**src/design/vc_map_pkg.sv**
```systemverilog
`default_nettype none

package vc_map_pkg;

    // ====================
    // Widths and limits
    // ====================

    // Cache-line address width
    localparam int LINE_ADDR_W = 42;

    // The VL0 share is counted in 64ths of all mapped traffic
    localparam int RATIO_W = 6;

    localparam int MAX_ACTIVE_REQS = 128;

    // Cycles with almost-full raised before the shim may emit its fence
    localparam int FENCE_SETTLE_CYCLES = 8;

    localparam logic [31:0] CRC32_POLY = 32'h04C11DB7;

    typedef logic [LINE_ADDR_W-1:0] line_addr_t;
    typedef logic [RATIO_W-1:0] ratio_t;

    // Encoding follows the platform channel select field
    typedef enum logic [1:0]
    {
        VC_VA  = 2'd0,
        VC_VL0 = 2'd1,
        VC_VH0 = 2'd2,
        VC_VH1 = 2'd3
    } vc_t;

    localparam ratio_t RATIO_DEFAULT = ratio_t'(18);

    // ====================
    // Address hash
    // ====================

    // One 32-bit CRC step over the low address bits, so a given line always
    // lands on the same index and therefore on the same channel
    function automatic ratio_t vc_hash(line_addr_t addr);
        logic [31:0] a;
        logic [31:0] swz;
        logic [31:0] crc;
        logic fb;
        a = addr[31:0];
        // Bits 4 and 5 barely reach the low CRC bits, so trade them for high bits
        swz = {a[29:4], a[31:30], a[3:0]};
        crc = '1;
        for (int i = 31; i >= 0; i--)
        begin
            fb = crc[31] ^ swz[i];
            crc = {crc[30:0], 1'b0};
            if (fb)
            begin
                crc = crc ^ CRC32_POLY;
            end
        end
        return crc[RATIO_W-1:0];
    endfunction

endpackage

`default_nettype wire

```
**src/design/vc_active_tracker.sv**
```systemverilog
`timescale 1ns/1ns
`default_nettype none

module vc_active_tracker
(
    input  wire logic clk,
    input  wire logic reset,

    // One strobe per request sent and per response seen
    input  wire logic note_req,
    input  wire logic note_rsp,

    // Low only when nothing can still be in flight
    output logic      active
);

    localparam int CNT_W = $clog2(vc_map_pkg::MAX_ACTIVE_REQS);

    logic [CNT_W-1:0] count;
    logic             note_req_q;
    logic             note_rsp_q;

    // Both strobes are delayed a cycle to relax timing on the counter
    always_ff @(posedge clk)
    begin
        if (reset)
        begin
            note_req_q <= 1'b0;
            note_rsp_q <= 1'b0;
        end
        else
        begin
            note_req_q <= note_req;
            note_rsp_q <= note_rsp;
        end
    end

    // ====================
    // Outstanding count
    // ====================

    // A request and a response in the same cycle cancel out
    always_ff @(posedge clk)
    begin
        if (reset)
        begin
            count <= '0;
            active <= 1'b0;
        end
        else
        begin
            if (note_req_q && !note_rsp_q)
            begin
                count <= count + 1'b1;
            end
            else if (!note_req_q && note_rsp_q)
            begin
                count <= count - 1'b1;
            end
            // Requests not yet in the count still keep the flag up
            active <= (|count) || note_req || note_req_q;
        end
    end

endmodule

`default_nettype wire

```
**src/design/vc_address_map.sv**
```systemverilog
`timescale 1ns/1ns
`default_nettype none

module vc_address_map
(
    input  wire logic                   clk,
    input  wire logic                   reset,

    // Request from the client
    input  wire logic                   in_valid,
    input  wire vc_map_pkg::line_addr_t in_addr,
    input  wire vc_map_pkg::vc_t        in_vc,

    // Mapping controls in force this cycle
    input  wire logic                   map_en,
    input  wire vc_map_pkg::ratio_t     ratio,

    // Registered request toward the platform
    output logic                        out_valid,
    output vc_map_pkg::line_addr_t      out_addr,
    output vc_map_pkg::vc_t             out_vc
);

    vc_map_pkg::ratio_t hash_idx;
    vc_map_pkg::vc_t    mapped_vc;

    // ====================
    // Channel choice
    // ====================

    // The choice is made with the ratio of the entry cycle and registered
    // together with the request
    always_comb
    begin
        hash_idx = vc_map_pkg::vc_hash(in_addr);
        mapped_vc = in_vc;
        if ((in_vc == vc_map_pkg::VC_VA) && map_en)
        begin
            if (hash_idx < ratio)
            begin
                mapped_vc = vc_map_pkg::VC_VL0;
            end
            else
            begin
                // The two bus links share the rest evenly
                mapped_vc = hash_idx[0] ? vc_map_pkg::VC_VH0 : vc_map_pkg::VC_VH1;
            end
        end
    end

    // Register the request toward the platform
    always_ff @(posedge clk)
    begin
        out_addr <= in_addr;
        out_vc <= mapped_vc;
        if (reset)
        begin
            out_valid <= 1'b0;
        end
        else
        begin
            out_valid <= in_valid;
        end
    end

endmodule

`default_nettype wire

```
**src/design/vc_fence_sequencer.sv**
```systemverilog
`timescale 1ns/1ns
`default_nettype none

module vc_fence_sequencer
(
    input  wire logic                   clk,
    input  wire logic                   reset,

    // Control register write
    input  wire logic                   ctrl_valid,
    input  wire logic                   ctrl_rd_map_en,
    input  wire logic                   ctrl_wr_map_en,
    input  wire vc_map_pkg::ratio_t     ctrl_ratio,

    // Mapping state in force
    output logic                        rd_map_en,
    output logic                        wr_map_en,
    output vc_map_pkg::ratio_t          ratio,

    // Registered client write from the write mapper
    input  wire logic                   wr_stage_valid,
    input  wire vc_map_pkg::line_addr_t wr_stage_addr,
    input  wire vc_map_pkg::vc_t        wr_stage_vc,

    input  wire logic                   rd_active,
    input  wire logic                   wr_active,
    input  wire logic                   fence_rsp,
    input  wire logic                   rd_alm_full_in,

    output logic                        block,
    output logic                        wr_out_valid,
    output vc_map_pkg::line_addr_t      wr_out_addr,
    output vc_map_pkg::vc_t             wr_out_vc,
    output logic                        wr_out_fence,
    output logic                        mapping_changed
);

    localparam int SETTLE_W = $clog2(vc_map_pkg::FENCE_SETTLE_CYCLES);

    typedef enum logic [1:0]
    {
        ST_SAMPLING,
        ST_EMIT_FENCE,
        ST_WAIT_FENCE_RSP,
        ST_WAIT_QUIET
    } state_t;

    state_t              state;
    vc_map_pkg::ratio_t  new_ratio;
    logic [SETTLE_W-1:0] settle_cnt;
    logic                fence_rdy;
    logic                emit_fence;

    // ====================
    // Re-mapping FSM
    // ====================

    // A new ratio needs a fence on VA so that no request is left tracked on
    // a channel it no longer maps to
    always_ff @(posedge clk)
    begin
        if (reset)
        begin
            state <= ST_SAMPLING;
            block <= 1'b0;
            mapping_changed <= 1'b0;
            rd_map_en <= 1'b1;
            wr_map_en <= 1'b1;
            ratio <= vc_map_pkg::RATIO_DEFAULT;
        end
        else
        begin
            mapping_changed <= 1'b0;
            case (state)
                ST_SAMPLING:
                begin
                    // Writes are only taken while idle
                    if (ctrl_valid)
                    begin
                        rd_map_en <= ctrl_rd_map_en;
                        wr_map_en <= ctrl_wr_map_en;
                        if (!ctrl_rd_map_en && !ctrl_wr_map_en)
                        begin
                            // Nothing is mapped, so the ratio can change at once
                            ratio <= ctrl_ratio;
                        end
                        else if (ctrl_ratio != ratio)
                        begin
                            new_ratio <= ctrl_ratio;
                            block <= 1'b1;
                            state <= ST_EMIT_FENCE;
                        end
                    end
                end
                ST_EMIT_FENCE:
                begin
                    if (emit_fence)
                    begin
                        state <= ST_WAIT_FENCE_RSP;
                    end
                end
                ST_WAIT_FENCE_RSP:
                begin
                    if (fence_rsp)
                    begin
                        ratio <= new_ratio;
                        mapping_changed <= 1'b1;
                        state <= ST_WAIT_QUIET;
                    end
                end
                default:
                begin
                    // Writes drained before the fence, reads may still be out
                    if (!rd_active)
                    begin
                        block <= 1'b0;
                        state <= ST_SAMPLING;
                    end
                end
            endcase
        end
    end

    // ====================
    // Fence readiness
    // ====================

    // Saturating settle count gives the client time to see almost-full
    always_ff @(posedge clk)
    begin
        if (reset || (state != ST_EMIT_FENCE))
        begin
            settle_cnt <= '0;
        end
        else if (!(&settle_cnt))
        begin
            settle_cnt <= settle_cnt + 1'b1;
        end
        if (reset)
        begin
            fence_rdy <= 1'b0;
        end
        else
        begin
            fence_rdy <= !wr_active && !rd_alm_full_in && (&settle_cnt);
        end
    end

    // The fence only takes an idle write slot
    assign emit_fence = (state == ST_EMIT_FENCE) && fence_rdy && !wr_stage_valid;

    // ====================
    // Write output
    // ====================

    always_comb
    begin
        wr_out_valid = wr_stage_valid || emit_fence;
        wr_out_fence = emit_fence;
        wr_out_addr = wr_stage_addr;
        wr_out_vc = wr_stage_vc;
        if (emit_fence)
        begin
            wr_out_addr = '0;
            wr_out_vc = vc_map_pkg::VC_VA;
        end
    end

endmodule

`default_nettype wire

```
**src/design/vc_map_top.sv**
```systemverilog
`timescale 1ns/1ns
`default_nettype none

module vc_map_top
(
    input  wire logic                   clk,
    input  wire logic                   reset,

    // Client side
    input  wire logic                   rd_valid,
    input  wire vc_map_pkg::line_addr_t rd_addr,
    input  wire vc_map_pkg::vc_t        rd_vc,
    input  wire logic                   wr_valid,
    input  wire vc_map_pkg::line_addr_t wr_addr,
    input  wire vc_map_pkg::vc_t        wr_vc,
    output logic                        rd_alm_full,
    output logic                        wr_alm_full,

    // Platform side
    output logic                        rd_out_valid,
    output vc_map_pkg::line_addr_t      rd_out_addr,
    output vc_map_pkg::vc_t             rd_out_vc,
    output logic                        wr_out_valid,
    output vc_map_pkg::line_addr_t      wr_out_addr,
    output vc_map_pkg::vc_t             wr_out_vc,
    output logic                        wr_out_fence,
    input  wire logic                   rd_alm_full_in,
    input  wire logic                   wr_alm_full_in,
    input  wire logic                   rd_rsp,
    input  wire logic                   wr_rsp,
    input  wire logic                   fence_rsp,

    // Control and status
    input  wire logic                   ctrl_valid,
    input  wire logic                   ctrl_rd_map_en,
    input  wire logic                   ctrl_wr_map_en,
    input  wire vc_map_pkg::ratio_t     ctrl_ratio,
    output vc_map_pkg::ratio_t          ratio,
    output logic                        mapping_changed
);

    logic                   rd_map_en;
    logic                   wr_map_en;
    logic                   wr_stage_valid;
    vc_map_pkg::line_addr_t wr_stage_addr;
    vc_map_pkg::vc_t        wr_stage_vc;
    logic                   rd_active;
    logic                   wr_active;
    logic                   block;

    // ====================
    // Request mapping
    // ====================

    vc_address_map i_rd_map
    (
        .clk       (clk),
        .reset     (reset),
        .in_valid  (rd_valid),
        .in_addr   (rd_addr),
        .in_vc     (rd_vc),
        .map_en    (rd_map_en),
        .ratio     (ratio),
        .out_valid (rd_out_valid),
        .out_addr  (rd_out_addr),
        .out_vc    (rd_out_vc)
    );

    // Writes pass through the sequencer, which may slip a fence in
    vc_address_map i_wr_map
    (
        .clk       (clk),
        .reset     (reset),
        .in_valid  (wr_valid),
        .in_addr   (wr_addr),
        .in_vc     (wr_vc),
        .map_en    (wr_map_en),
        .ratio     (ratio),
        .out_valid (wr_stage_valid),
        .out_addr  (wr_stage_addr),
        .out_vc    (wr_stage_vc)
    );

    // ====================
    // Outstanding tracking
    // ====================

    vc_active_tracker i_rd_tracker
    (
        .clk      (clk),
        .reset    (reset),
        .note_req (rd_out_valid),
        .note_rsp (rd_rsp),
        .active   (rd_active)
    );

    // Client writes only, the shim's own fence is answered on fence_rsp
    vc_active_tracker i_wr_tracker
    (
        .clk      (clk),
        .reset    (reset),
        .note_req (wr_stage_valid),
        .note_rsp (wr_rsp),
        .active   (wr_active)
    );

    vc_fence_sequencer i_sequencer
    (
        .clk             (clk),
        .reset           (reset),
        .ctrl_valid      (ctrl_valid),
        .ctrl_rd_map_en  (ctrl_rd_map_en),
        .ctrl_wr_map_en  (ctrl_wr_map_en),
        .ctrl_ratio      (ctrl_ratio),
        .rd_map_en       (rd_map_en),
        .wr_map_en       (wr_map_en),
        .ratio           (ratio),
        .wr_stage_valid  (wr_stage_valid),
        .wr_stage_addr   (wr_stage_addr),
        .wr_stage_vc     (wr_stage_vc),
        .rd_active       (rd_active),
        .wr_active       (wr_active),
        .fence_rsp       (fence_rsp),
        .rd_alm_full_in  (rd_alm_full_in),
        .block           (block),
        .wr_out_valid    (wr_out_valid),
        .wr_out_addr     (wr_out_addr),
        .wr_out_vc       (wr_out_vc),
        .wr_out_fence    (wr_out_fence),
        .mapping_changed (mapping_changed)
    );

    // Platform back-pressure plus the re-mapping hold
    assign rd_alm_full = rd_alm_full_in || block;
    assign wr_alm_full = wr_alm_full_in || block;

endmodule

`default_nettype wire

```
**config.mk**
```make
export PLATFORM = sky130hd
export DESIGN_NAME = vc_map_top
export DESIGN_NICKNAME = d
export VERILOG_FILES = /design/src/design/vc_map_pkg.sv /design/src/design/vc_active_tracker.sv /design/src/design/vc_address_map.sv /design/src/design/vc_fence_sequencer.sv /design/src/design/vc_map_top.sv
export SDC_FILE = /design/constraint.sdc
export NUM_CORES = 1
export LEC_CHECK = 0
export BUFFER_PORTS_ARGS = -buffer_cell sky130_fd_sc_hd__buf_2
export CAP_MARGIN = 10
export CORE_ASPECT_RATIO = 1.2
export CORE_MARGIN = 2
export CORE_UTILIZATION = 50
export DETAILED_ROUTE_END_ITERATION = 8
export GPL_TIMING_DRIVEN = 0
export PLACE_DENSITY_LB_ADDON = 0.3
export SLEW_MARGIN = 20
export SYNTH_ARGS = -nofsm -noshare
export SYNTH_HDL_FRONTEND = slang
export SYNTH_SLANG_ARGS = --single-unit
export TNS_END_PERCENT = 100
```
**constraint.sdc**
```tcl
create_clock -name clk -period 3.7 [get_ports clk]
set_clock_uncertainty 0.1 [all_clocks]
set_input_delay 0.185 -clock clk [delete_from_list [all_inputs] [get_ports clk]]
set_output_delay 0.185 -clock clk [all_outputs]
set_load 0.1 [all_outputs]
```
Word level (Yosys, flattened, before mapping). Cells that the tools add are included.

Reduce and logical (&&, ||, !) cells: 44. Add/sub/neg operators: 5. Bitwise logic cells: 128. Multiplexer cells: 93. Order comparisons: 2. Equality and inequality tests: 12.

Operators with widths (count): 27-bit two-way mux (52); 14-bit inverter (50); 1-bit bitwise XOR (52); 42-bit two-way mux (1); 6-bit two-way mux (5); 7-bit two-way mux (4); 2-bit two-way mux (13); 7-bit by 1-bit adder with 7-bit output (second input constant) (2); 7-bit OR reduction (2); 7-bit by 1-bit subtractor with 7-bit output (second input constant) (2); 6-bit less-than comparator (2); 3-bit two-way mux (4); 3-bit inverter (4); 6-bit case mux with 2 select lines (1); 1-bit logical AND (11); 5-bit two-way mux (2); 2-bit by 1-bit inequality test with 1-bit output (second input constant) (5); 5-bit inverter (2); 5-bit AND reduction (2); 1-bit bitwise XOR (first input constant) (10); 1-bit zero test (9); 1-bit two-way mux (9); 1-bit logical OR (8); 4-bit inverter (2); 18 further kinds (30).

Flip-flop bits (word level): 132. Output and inout bits: 100. Input bits: 106. Logic and storage cells: 307.

Logic depth before layout (Yosys ltp). Gate-level depths: netlist of the first run.

Word-level depth: 56. Mapped depth: 13. Depth with buffers taken out: 13.

Modules after synthesis. A second synthesis of the first run with hierarchy kept.

Cells, all modules: 546. Area, all modules: 6218.5 um2.

Modules (own cells, without submodules): vc_address_map at i_wr_map (sequential area each 900.9 um2, times used 1, area each 1779.2 um2, cells each 132); vc_address_map at i_rd_map (sequential area each 900.9 um2, times used 1, area each 1716.6 um2, cells each 118); vc_fence_sequencer (sequential area each 500.5 um2, times used 1, area each 1388.8 um2, cells each 150); vc_active_tracker (sequential area each 200.2 um2, times used 2, area each 660.6 um2, cells each 72); vc_map_top (sequential area each 0.0 um2, times used 1, area each 12.5 um2, cells each 2).

Worst setup path before layout of the first run. Ideal clock, no wire load.

Kind: in2reg. Start: input rd_addr[25]. End: register i_rd_map.out_vc[0]. Buffers on the path: 0. Stages: 12. Slack: 0.798 ns. Setup time: 0.057 ns. Arrival time: 2.744 ns. Data required time: 3.543 ns. Cells stage by stage: xor2_1 > xnor3_1 > xor2_1 > xnor2_1 > xor2_1 > xnor2_1 > xor2_1 > ha_1 > a21o_1 > a21o_1 > o21ai_0 > a31o_2.

Longest elaborated chain between the ends: 38. Elaborated cells between the ends (all ways): 74. Those cells by class: 1 x order compare; 31 x mux; 42 x bitwise.

RTL lines: from (decl) (RTL line vc_map_top.sv:11) `input wire vc_map_pkg::line_addr_t rd_addr,`; 1-bit bitwise XOR (*) (RTL line vc_map_pkg.sv:53) `fb = crc[31] ^ swz[i];`; 27-bit two-way mux (*) (RTL line vc_map_pkg.sv:55) `if (fb)`; 14-bit inverter (no source line); 27-bit two-way mux (2 in series) (RTL line vc_map_pkg.sv:55); 14-bit inverter (no source line); 27-bit two-way mux (RTL line vc_map_pkg.sv:55); 14-bit inverter (no source line); 27-bit two-way mux (RTL line vc_map_pkg.sv:55); [... 22 more ...]; 4-bit inverter (no source line); 5-bit two-way mux (RTL line vc_map_pkg.sv:55); 5-bit inverter (no source line); 6-bit two-way mux (*) (RTL line vc_map_pkg.sv:55); 6-bit less-than comparator (RTL line vc_address_map.sv:39) `if (hash_idx < ratio)`; 2-bit two-way mux (*) (RTL line vc_address_map.sv:39); 2-bit two-way mux (*) (RTL line vc_address_map.sv:37) `if ((in_vc == vc_map_pkg::VC_VA) && map_en)`; named net i_rd_map.mapped_vc[0] (RTL line vc_address_map.sv:25) `vc_map_pkg::vc_t mapped_vc;`; to (signal assigned) (RTL line vc_address_map.sv:55) `out_vc <= mapped_vc;`; to (decl) (RTL line vc_address_map.sv:21) `output vc_map_pkg::vc_t out_vc`.

The timed path passes the listed nets; every way through them passes the cells marked *. A chain may end at the register's enable or synchronous reset.

Worst setup path after layout of the first run.
Start: input rd_addr[13]. End: register i_rd_map.out_vc[0].

Longest elaborated chain between the ends: 21. Elaborated cells between the ends (all ways): 34. Those cells by class: 1 x order compare; 18 x mux; 15 x bitwise.

RTL lines (RTL line): 1-bit bitwise XOR (*) (vc_map_pkg.sv:53); 27-bit two-way mux (*) (vc_map_pkg.sv:55); 14-bit inverter (no source line); 27-bit two-way mux (3 in series) (vc_map_pkg.sv:55); 14-bit inverter (no source line); 27-bit two-way mux (vc_map_pkg.sv:55); 1-bit bitwise XOR (vc_map_pkg.sv:53); 1-bit two-way mux (vc_map_pkg.sv:55); [... 4 more ...]; 4-bit inverter (no source line); 5-bit two-way mux (vc_map_pkg.sv:55); 5-bit inverter (no source line); 6-bit two-way mux (*) (vc_map_pkg.sv:55); 6-bit less-than comparator (vc_address_map.sv:39); 2-bit two-way mux (*) (vc_address_map.sv:39); 2-bit two-way mux (*) (vc_address_map.sv:37); named net i_rd_map.mapped_vc[0] (vc_address_map.sv:25).

Marked as above.

==> results of run 1 <==
final cells by class:
type / instances / area share
well taps: 157 / 0.0225
multi-input cells: 377 / 0.356
clock inverters: 13 / 0.0141
repair buffers: 304 / 0.232
clock buffers: 19 / 0.0508
flip-flops and latches: 132 / 0.310
plain buffers: 12 / 0.00517
inverters: 21 / 0.00905
state kept, by name, summed over array words and instances, names as in the netlist, 2 cells and up:
register	count
i_rd_map.out_addr	42
i_rd_map.out_vc	2
i_rd_tracker.count	7
i_sequencer.new_ratio	6
i_sequencer.ratio	6
i_sequencer.settle_cnt	3
i_sequencer.state	2
i_wr_map.out_addr	42
i_wr_map.out_vc	2
i_wr_tracker.count	7
repair_timing:
| item | in CTS | in global routing |
|---|---|---|
| endpoints found under the hold margin | 100 | 0 |
| resized for setup | 0 | 3 |
| endpoints found under the setup margin | 0 | 3 |
| hold buffers | 100 | 0 |
routing by layer:
metal	vias up	global-route usage	wire, um
li1	2419	-	-
met5	-	0	0
met1	2354	0.271	6000
met4	0	0.123	397
met2	163	0.481	8990
met3	31	0.0622	832
cell families (layout without fill, tap and decap cells):
| kind of cell | count (synthesis) | in the layout | synth area share |
|---|---|---|---|
| AOI/OAI and AO/OA | 60 | 60 | 0.0628 |
| xor gates and xnor gates | 153 | 153 | 0.261 |
| muxes | 13 | 13 | 0.0221 |
| DFF | 132 | 132 | 0.458 |
| buffers and inverters | 33 | 369 | 0.0210 |
| adders and majority gates | 30 | 30 | 0.0662 |
| and+or+nand+nor | 121 | 121 | 0.109 |
synthesized netlist by cell type (all sizes together):
master  count
o21bai      4
nor3        3
a31o        2
mux2i      13
a21o       10
and2       44
a211oi      5
or3b        1
o21ai      10
nor2       35
inv        21
clkbuf     12
xor2       29
nor4        3
and4        1
nor2b       7
or2         2
xnor3       9
edfxtp      6
a211o       2
nand3b      1
nor4b       1
a31oi       3
nand2      12
o311ai      1
fa          2
nand4       1
a21oi      23
or3         3
and3        2
nand3       1
nand2b      4
dfxtp     126
xnor2     115
ha         28
through the flow:
step / power [mW] / setup WS [ns]
floorplan: 4.47 / 0.798
global placement: 4.93 / 0.380
detailed placement: 5.07 / 0.260
CTS: 6.76 / 0.112
global route: 7.22 / 0.0457
finish: 6.76 / 0.228
worst max-delay path by stage:
stage,from,end,cells past startpoint
2_1_floorplan,rd_addr[25],i_rd_map.out_vc[0]$_DFF_P_,12
3_3_place_gp,rd_addr[25],i_rd_map.out_vc[0]$_DFF_P_,13
3_5_place_dp,rd_addr[25],i_rd_map.out_vc[0]$_DFF_P_,13
4_1_cts,rd_addr[25],i_rd_map.out_vc[0]$_DFF_P_,14
5_1_grt,rd_addr[25],i_rd_map.out_vc[0]$_DFF_P_,14
6_report,rd_addr[13],i_rd_map.out_vc[0]$_DFF_P_,14
worst max-delay path, delay by kind of cell:
family / cells / cell delay, ns
fa+ha+maj: 1 / 0.27
buf+inv: 2 / 0.69
compound gates: 4 / 0.68
xor+xnor: 7 / 1.88
report_power, final:
part | total (mW) | internal, mW | switching [mW]
combinational | 3.44 | 1.38 | 2.06
clock | 1.61 | 0.952 | 0.662
sequential | 1.71 | 1.60 | 0.107
==> results by group, run 1 <==
STA
  – Setup TNS: 0 ns
  – Final Slew Violations: 0
  – WHS: 0.0276 ns
  – Max-slew headroom: 0.499
  – Fmax achieved: 288 MHz
  – Actual slew at the worst max-slew pin: 0.746 ns
  – Final setup vio count: 0
  – RSZ-0062 raised after global routing: no
  – Fin crit share: 0.938
  – Hold Fails Final Rpt: 0
  – Shortest period the worst path allows: 3.47 ns

Detailed routing
  – Overall routed net length: 16.2 mm
  – DR vias: 4967
  – WL/cell: 15.7 um
  – Drt pass-1 iters: 6
  – DRC errors left: 0
  – Initial drt markers: 146
  – Post-route ant nets: 0
  – Vias/cell: 4.80

Worst setup path
  – Reg2reg path depth: 10
  – Setup CP Type: input pin to flip-flop
  – Crit. End Element: flip-flop
  – Critical-path top delay cell: dlygate4sd3_1
  – R2r setup slk: 1.16 ns
  – Worst path max stage delay: 0.55 ns
  – Worst reg2reg endpoint: i_rd_tracker.count[6]$_SDFFE_PP0P_
  – Maximum fanout along the worst path: 3
  – Crit-path cells: dlygate4sd3_1 -> buf_2 -> xor2_1 -> xnor3_1 -> xor2_1 -> xnor2_2 -> xor2_2 -> xnor2_1 -> xor2_1 -> ha_1 -> a21o_1 -> a21o_1 -> o21ai_0 -> a31o_2
  – Critical Path AT: 3.72 ns
  – R2r startpoint: i_rd_tracker.note_req_q$_SDFF_PP0_
  – Worst Path Required: 3.95 ns
  – Most frequent CP cell: xor2_1
  – Startpoint type of the worst setup path: input pin

Synthesis
  – Synth Register Bits: 132
  – Top post-synthesis cells by area: dfxtp_1 (43%), xnor2_1 (16%), ha_1 (5.9%)
  – Yosys warning count: 0
  – Avg Cell Area, Syn: 10.9 um2
  – Synth cell types: 38
  – Area leader, netlist: dfxtp_1
  – Yosys top cell area share: 0.427
  – Cells after synthesis: between 500 and 600
  – Synthesized Nets: 678
  – Sequential area share after synthesis: 0.458
  – Mapped cell area: 5900 um2

GRT
  – Initial antenna violation count: 0
  – Grt ovf: 0
  – GR Util All Layers: 0.260
  – Vias in the first global route: 5405
  – First-pass GRT wire length: 25.3 mm
  – Largest net degree at the start of global routing: 17

Placement
  – Placed Area: 7120 um2
  – Placed insts: 903
  – # port buffers: between 200 and 250
  – DP Wirelength: 10.5 mm
  – RePlAce Congestion: 0.850

Pwr
  – Lkg Pwr: roughly 4 nW
  – Power per cell area: ~780 nW/um2
  – Worst vdd ir: 522 uV

CTS
  – CTS Buf Count: 17
  – Buffer count from post-CTS setup fixing: 0
  – Clock buffer depth: 2
  – Clock transition at path regs: roughly 0.05 ns
  – CTS Sinks: 132
  – CTS tree: built
  – H-tree levels: 4
  – Clk Latency, worst-skew pair: a little over 0.4 ns
  – CTS root buffer: clkbuf_16

Layout
  – Ant. Diodes: 0
  – Layout net count: 1001
  – Most common cell after layout, fill and taps aside: buf_2
  – Commonest cells after routing, fill and taps aside: buf_2 (204), dfxtp_1 (126), xnor2_1 (103), dlygate4sd3_1 (100), and2_1 (44)
  – Finished Cell Area: 8710 um2
  – Register area: 2700 um2
  – Post-route insts no fill: between 1k and 1.5k
  – Share of layout cells above drive strength 1: 0.289
  – Fillers: slightly below 800
  – Final design utilization: 0.757
  – Area occupied by multi-input gates: 3100 um2
  – Area Overhead vs Synth: 47.7%

Floorplanning
  – Die Y: about 120 um
  – Core footprint: 11500 um2
  – Die width: 103 um
  – DIE AREA: 12700 um2
  – # IOs: 206
  – Initial Utilization: 0.512
  – Row cnt: 43

Job
  – # Max-Cap Violations: 0

Hold path
  – Hold crit path type: input pin to flip-flop
  – Hold_sp: ctrl_rd_map_en
  – WHS Endpoint: i_sequencer.rd_map_en$_SDFFE_PP1P_
  – Hold Crit Depth: 3

Run status
  – Outcome: complete, no violations
Note: power is estimated with default switching activity, not from simulation.
==> run 2: changes to the inputs <==
--- a/config.mk
+++ b/config.mk
@@ -10,5 +10,5 @@
 export CORE_ASPECT_RATIO = 1.2
 export CORE_MARGIN = 2
-export CORE_UTILIZATION = 50
+export CORE_UTILIZATION = 40
 export DETAILED_ROUTE_END_ITERATION = 8
 export GPL_TIMING_DRIVEN = 0
==> constraint.sdc (replaced) <==
create_clock -name clk -period 4.2 [get_ports clk]
set_clock_uncertainty 0.1 [all_clocks]
set_input_delay 0.42 -clock clk [delete_from_list [all_inputs] [get_ports clk]]
set_output_delay 0.42 -clock clk [all_outputs]
set_load 0.1 [all_outputs]
==> run 2 against run 1 <==
Global-route usage decreased by 8.2 points. Flip-flop and latch count unchanged. Utilization down 20 points. Hold slack got worse by 0.0099 ns. Via count is 9.7% lower.
==> results by group, run 2 (synthesis results as in run 1) <==
CTS
  – CTS Hold Bufs: 18 (-82%)
  – Clk Latency, worst-skew pair: 0.41 ns (about the same)
  – # resized after CTS: 0 (unchanged)
  – Clock buffer depth: 2 (unchanged)
  – CTS root buffer: clkbuf_16
  – CTS tree: built
  – CTS Buf Count: 17 (unchanged)
  – H-tree levels: 4 (unchanged)
  – Clock transition at path regs: 0.06 ns (about the same)
  – CTS Sinks: 132 (unchanged)
  – Buffer count from post-CTS setup fixing: 0 (unchanged)

Worst setup path
  – Startpoint type of the worst setup path: input pin
  – Reg2reg path depth: 11 (+1)
  – Critical Path AT: 3.69 ns (-0.03 ns)
  – R2r startpoint: i_rd_tracker.note_rsp_q$_SDFF_PP0_
  – Setup CP Type: input pin to flip-flop
  – Worst reg2reg endpoint: i_rd_tracker.count[6]$_SDFFE_PP0P_
  – Worst Path Required: 4.46 ns (+0.51 ns)
  – Crit. End Element: flip-flop
  – R2r setup slk: 1.61 ns (+0.45 ns)
  – Maximum fanout along the worst path: 3 (unchanged)

Detailed routing
  – DRC errors left: 0 (unchanged)
  – Drt pass-1 iters: 5 (-1)
  – DR vias: 4484 (-9.7%)
  – Overall routed net length: 13.8 mm (-15%)
  – WL/cell: 14.2 um (-9.5%)
  – Initial drt markers: 147 (+0.68%)
  – Post-route ant nets: 0 (unchanged)
  – Vias/cell: 4.61 (-3.9%)

Hold path
  – WHS Endpoint: i_wr_map.out_addr[34]$_DFF_P_
  – Hold crit path type: input pin to flip-flop
  – Hold_sp: wr_addr[34]
  – Hold Crit Depth: 1 (-2)

STA
  – Setup TNS: 0 ns (unchanged)
  – Hold Fails Final Rpt: 0 (unchanged)
  – Fin crit share: 0.817
  – Shortest period the worst path allows: 3.43 ns
  – Fmax achieved: 291 MHz
  – Final setup vio count: 0 (unchanged)
  – Actual slew at the worst max-slew pin: 0.754 ns (+0.00778 ns)
  – Max-slew headroom: 0.493 (-0.00523)
  – Final Slew Violations: 0 (unchanged)
  – RSZ-0062 raised after global routing: no

Floorplanning
  – Initial Utilization: 0.409 (-0.103)
  – Die width: 115 um (+11%)
  – DIE AREA: 15700 um2 (+24%)
  – Row cnt: 48 (+12%)
  – # IOs: 206 (unchanged)
  – Die Y: 137 um (+11%)
  – Core footprint: 14400 um2 (+25%)

Pwr
  – Power per cell area: 770 nW/um2 (-0.77%)
  – Flop pwr share: 0.244 (-0.009)
  – Worst vdd ir: 370 uV (-29%)
  – Net Sw Power: 2.47 mW (-13%)
  – Comb power frac: 0.485 (-0.024)
  – Clock power frac: 0.271 (+0.032)
  – Lkg Pwr: 3.68 nW (-7.5%)
  – Internal power component: 3.70 mW (-6.0%)
  – Sw Share: 0.400 (-0.0174)

Job
  – # Max-Cap Violations: 0 (unchanged)

Layout
  – Area Overhead vs Synth: 35.8%
  – Ant. Diodes: 0 (unchanged)
  – Largest regs: i_rd_map.out_addr (42), i_wr_map.out_addr (42)
  – Most common cell after layout, fill and taps aside: buf_2
  – Layout net count: 920 (-8.1%)
  – Final design utilization: 0.556 (-0.201)
  – Commonest cells after routing, fill and taps aside: buf_2 (204), dfxtp_1 (126), xnor2_1 (105), and2_1 (44), nor2_1 (35)
  – Share of layout cells above drive strength 1: 0.314 (+0.0244)

GRT
  – GR Util All Layers: 0.178 (-0.0820)
  – Initial antenna violation count: 0 (unchanged)
  – First-pass GRT wire length: 21.5 mm (-15%)
  – Largest net degree at the start of global routing: 17 (unchanged)
  – Grt ovf: 0 (unchanged)
  – Vias in the first global route: 4687 (-13%)

Placement
  – # port buffers: 204 (unchanged)
  – DP Wirelength: 11.0 mm (+5.0%)
  – RePlAce Congestion: 0.772 (-9.2%)

Run status
  – Outcome: complete, no violations
-- run 2: cell count changes in the layout (fill, tap and decap cells not counted), sizes merged --
cell / previous run / this run
bufinv: 1 / 5
clkbuf: 31 / 34
clkinv: 3 / 1
clkinvlp: 3 / 2
dlygate4sd3: 100 / 19
inv: 27 / 23
-- run 2: stage by stage --
| step | setup slack (ns) | area, um2 | hold WS (ns) | cells | power (mW) |
|---|---|---|---|---|---|
| CTS | 0.781 | 8000 | 0.00212 | 971 | 6.23 |
| global route | 0.619 | 8010 | 0.00152 | 972 | 6.56 |
| floorplan | 1.06 | 5900 | 0.274 | 542 | 3.94 |
| finish | 0.767 | 8010 | 0.0177 | 972 | 6.17 |
| global placement | 0.432 | 7140 | 0.275 | 921 | 4.40 |
| detailed placement | 0.356 | 7140 | 0.307 | 921 | 4.52 |
-- run 2: how the worst max path moves through the flow --
stage                     start                         end  slack, ns  cells after the start
floorplan           rd_addr[25]  i_rd_map.out_vc[0]$_DFF_P_       1.06                     12
global placement    rd_addr[25]  i_rd_map.out_vc[0]$_DFF_P_       0.43                     13
detailed placement  rd_addr[13]  i_rd_map.out_vc[0]$_DFF_P_       0.36                     13
CTS                 rd_addr[13]  i_rd_map.out_vc[0]$_DFF_P_       0.78                     13
global route        rd_addr[25]  i_rd_map.out_vc[0]$_DFF_P_       0.62                     13
finish              rd_addr[25]  i_rd_map.out_vc[0]$_DFF_P_       0.77                     13
-- run 2: layer usage --
layer,up-vias,global-route usage,part of all wire
met3,25,0.0589,0.055
met1,2057,0.188,0.39
met2,142,0.322,0.54
li1,2260,-,-
met5,-,0,0
met4,0,0.0716,0.018
-- run 2: power groups by stage --
stage / combinational, mW / clock [mW] / sequential, mW
after floorplan: 2.03 / 0 / 1.92
after global placement: 2.87 / 0 / 1.53
after global routing: 3.27 / 1.77 / 1.52
after CTS: 3.02 / 1.70 / 1.51
after detailed placement: 2.98 / 0 / 1.53
final: 2.99 / 1.67 / 1.51
-- run 2: worst max-delay path, cell delays in order --
cell and delay, ns:
buf_2 0.12, xor2_1 0.30, xnor3_1 0.52, xor2_1 0.17
xnor2_1 0.26, xor2_1 0.35, xnor2_1 0.19, ha_1 0.28
a21o_1 0.17, a21o_1 0.17, a21o_1 0.19, o21ai_0 0.34
a31o_2 0.21
-- run 2: cell type report --
| type | instances | area [um2] |
|---|---|---|
| buffer | 12 | 45.0 |
| clock buffer | 22 | 485 |
| clock inverter | 10 | 191 |
| fill | 1294 | 6400 |
| inverter | 21 | 78.8 |
| multi-input combinational | 377 | 3080 |
| sequential | 132 | 2700 |
| tap | 175 | 219 |
| timing repair buffer | 223 | 1210 |
==> run 3: changes to the inputs <==
ABC_AREA = 1   (was default)
clock period = 3 ns   (was 4.2 ns; I/O delays follow)
==> run 3 against run 2 <==
The run now ends with negative setup slack left. Total power is 71% higher. Synthesized cell count is 110% higher. Register-to-register slack worse by 1.2 ns. First-iteration DRC count increased to 2.8 times the previous value. Critical path depth grew 8. Clock power up 28%. Wire length grew 62%. Via count rose by 80%. Non-clock buffer count rose by 122. Sequential share of layout area shrank 12 points. Utilization is 5.0 points higher. Sequential power grew 38%. Critical path type unchanged. Highest routed layer unchanged.
==> results by group, run 3 <==
Run status
  – Outcome: complete, but fails checks
  – Failing checks: negative setup slack

Synthesis
  – Synthesized Nets: 1274 (+88%)
  – Yosys warning count: 0 (unchanged)
  – Mapped cell area: 8180 um2 (+39%)
  – Avg Cell Area, Syn: 7.18 um2 (-34%)
  – Post-synth EDFFs: 6 (unchanged)
  – Synth cell types: 45 (+18%)
  – Yosys top cell area share: 0.309 (-0.119)
  – Synth top cells by count: nand2_1 (339), inv_1 (166), dfxtp_1 (126)
  – Count leader, synth: nand2_1
  – Sequential area share after synthesis: 0.331 (-0.127)
  – Cells after synthesis: 1138 (+110%)
  – Top post-synthesis cells by area: dfxtp_1 (31%), nand2_1 (16%), xor2_1 (8.9%)
  – Asr flop ratio synth: 0 (unchanged)
  – Synth Register Bits: 132 (unchanged)
  – Most used DFF post-synth: dfxtp_1
  – Area leader, netlist: dfxtp_1

Job
  – # Max-Cap Violations: 0 (unchanged)

Layout
  – Area Overhead vs Synth: 49.6%
  – Final design utilization: 0.606 (+0.0501)
  – Layout net count: 1629 (+77%)
  – Ant. Diodes: 0 (unchanged)
  – Register area: 2700 um2 (unchanged)
  – Most common cell after layout, fill and taps aside: nand2_1
  – Finished Cell Area: 12200 um2 (+53%)
  – Area occupied by multi-input gates: 5370 um2 (+74%)
  – Fillers: 1698 (+31%)
  – Largest regs: i_rd_map.out_addr (42), i_wr_map.out_addr (42)
  – Share of layout cells above drive strength 1: 0.316 (+0.00239)
  – Commonest cells after routing, fill and taps aside: nand2_1 (284), buf_2 (192), inv_1 (161), dfxtp_1 (126), dlygate4sd3_1 (97)

Pwr
  – Net Sw Power: 4.85 mW (+96%)
  – Comb power frac: 0.600 (+0.115)
  – Power per cell area: 860 nW/um2 (+12%)
  – Sw Share: 0.461 (+0.0603)
  – Final Power: 10.5 mW (+71%)
  – Internal power component: 5.68 mW (+53%)
  – Lkg Pwr: 6.39 nW (+73%)
  – Clock power frac: 0.203 (-0.068)
  – Flop pwr share: 0.198 (-0.046)
  – Worst vdd ir: 639 uV (+73%)

STA
  – Final setup vio count: 1 (+1)
  – Fin crit share: 1.01
  – RSZ-0062 raised after global routing: yes
  – Fin worst setup slack: -0.0412 ns (-0.808 ns)
  – Hold Fails Final Rpt: 0 (unchanged)
  – Actual slew at the worst max-slew pin: 0.530 ns (-0.223 ns)
  – Shortest period the worst path allows: 3.04 ns
  – WHS: 0.0164 ns (-0.00132 ns)
  – Max-slew headroom: 0.646 (+0.153)
  – Final Slew Violations: 0 (unchanged)
  – Fmax achieved: 329 MHz

CTS
  – CTS root buffer: clkbuf_16
  – H-tree levels: 4 (unchanged)
  – CTS Sinks: 132 (unchanged)
  – Clk Latency, worst-skew pair: 0.42 ns (about the same)
  – Clock buffer depth: 2 (unchanged)
  – CTS Buf Count: 17 (unchanged)
  – Clock transition at path regs: 0.06 ns (about the same)
  – CTS tree: built

Worst setup path
  – Crit. End Element: flip-flop
  – Setup CP Type: input pin to flip-flop
  – Worst Path Required: 3.21 ns (-1.25 ns)
  – Startpoint type of the worst setup path: input pin
  – Critical Path AT: 3.25 ns (-0.44 ns)
  – Maximum fanout along the worst path: 6 (+3)
  – R2r setup slk: 0.46 ns (-1.15 ns)

Detailed routing
  – Vias/cell: 4.55 (-1.3%)
  – Initial drt markers: 411 (+180%)
  – WL/cell: 12.6 um (-11%)
  – Drt pass-1 iters: 5 (unchanged)
  – Overall routed net length: 22.3 mm (+62%)
  – DR vias: 8060 (+80%)
  – DRC errors left: 0 (unchanged)
  – Post-route ant nets: 0 (unchanged)

Placement
  – # port buffers: 205 (+0.49%)
  – Placed Area: 9650 um2 (+35%)
  – RePlAce Congestion: 0.849 (+10%)
  – DP Wirelength: 15.3 mm (+39%)

GRT
  – Grt ovf: 0 (unchanged)
  – Initial antenna violation count: 0 (unchanged)
  – Vias in the first global route: 7663 (+63%)
  – Largest net degree at the start of global routing: 17 (unchanged)
  – GR Util All Layers: 0.200 (+0.0223)
  – First-pass GRT wire length: 34.8 mm (+62%)

Floorplanning
  – # IOs: 206 (unchanged)
  – Die width: 135 um (+17%)
  – DIE AREA: 21600 um2 (+37%)
  – Die Y: 161 um (+17%)
  – Row cnt: 57 (+19%)
  – Core footprint: 20200 um2 (+40%)
  – Initial Utilization: 0.405 (-0.00432)

Hold path
  – Hold crit path type: input pin to flip-flop
[run 3: metal layers]
| layer | part of all wire | vias to the layer above | global-route usage |
|---|---|---|---|
| li1 | - | 4166 | - |
| met1 | 0.42 | 3600 | 0.236 |
| met2 | 0.51 | 252 | 0.358 |
| met3 | 0.051 | 42 | 0.0398 |
| met4 | 0.025 | 0 | 0.0713 |
| met5 | 0 | - | 0 |
[run 3: repair_timing]
action,in CTS,in global routing
buffers inserted,19,22
hold buffers,97,0
endpoints found under the setup margin,34,17
gates resized for setup,57,114
cloned,0,1
pin swaps,48,45
endpoints found under the hold margin,97,0
[run 3: cells by family (layout without fill, tap and decap cells)]
logic type,count (synthesis),after routing,synth area share
flip-flops,132,132,0.331
buffers and inverters,203,571,0.0999
adder cells (fa/ha/maj),30,30,0.0478
AO/OA/AOI/OAI,69,69,0.0488
XOR/XNOR,147,147,0.185
AND/OR/NAND/NOR,557,557,0.287
[run 3: worst max-delay path: stages]
cell and delay, ns:
buf_6 0.10, buf_8 0.14, inv_6 0.06, nand2_4 0.04, nand2_4 0.09, xor2_4 0.27
buf_4 0.17, xnor2_1 0.15, xnor2_1 0.18, xor2_1 0.25, xor2_2 0.11, buf_4 0.15
buf_4 0.12, xnor2_1 0.16, xnor2_1 0.14, ha_1 0.27, nand2_1 0.08, nor2_2 0.04
a211oi_2 0.16, nand2_2 0.08, a21o_1 0.17
[run 3: power by group through the flow]
stage	Combinational, mW	Sequential, mW	Clock (mW)
2_1_floorplan	3.68	2.67	0
4_1_cts	5.53	2.08	2.17
5_1_grt	7.03	2.10	2.25
3_3_place_gp	5.04	2.11	0
3_5_place_dp	5.12	2.12	0
6_report	6.31	2.08	2.13
[run 3: final cells by class]
class / instances / share of cell area
Clock buffer: 18 / 0.0368
Clock inverter: 14 / 0.0123
Timing Repair Buffer: 344 / 0.198
Tap cell: 265 / 0.0271
Buffer: 13 / 0.00757
Inverter: 182 / 0.0585
Sequential cell: 132 / 0.221
Multi-Input combinational cell: 803 / 0.439
[run 3: final timing paths]
| check | startpoint | endpoint | depth (start not counted) |
|---|---|---|---|
| worst max-delay path | rd_addr[29] | i_rd_map.out_vc[1]$_DFF_P_ | 21 |
| worst min-delay path | ctrl_ratio[0] | i_sequencer.new_ratio[0]$_DFFE_PP_ | 1 |
| worst max register to register | i_wr_tracker.note_rsp_q$_SDFF_PP0_ | i_wr_tracker.count[6]$_SDFFE_PP0P_ | 13 |
| worst min register to register | i_wr_tracker.active$_SDFF_PP0_ | i_sequencer.fence_rdy$_SDFF_PP0_ | 1 |
[run 3: per-stage QoR]
step	worst slack, ns	std cells	setup TNS [ns]
floorplan	-0.129	1138	-0.352
global placement	-0.617	1608	-22.52
detailed placement	-0.671	1609	-2.45
CTS	-0.0498	1749	-0.0498
global route	-0.245	1771	-0.769
finish	-0.0412	1771	-0.0412
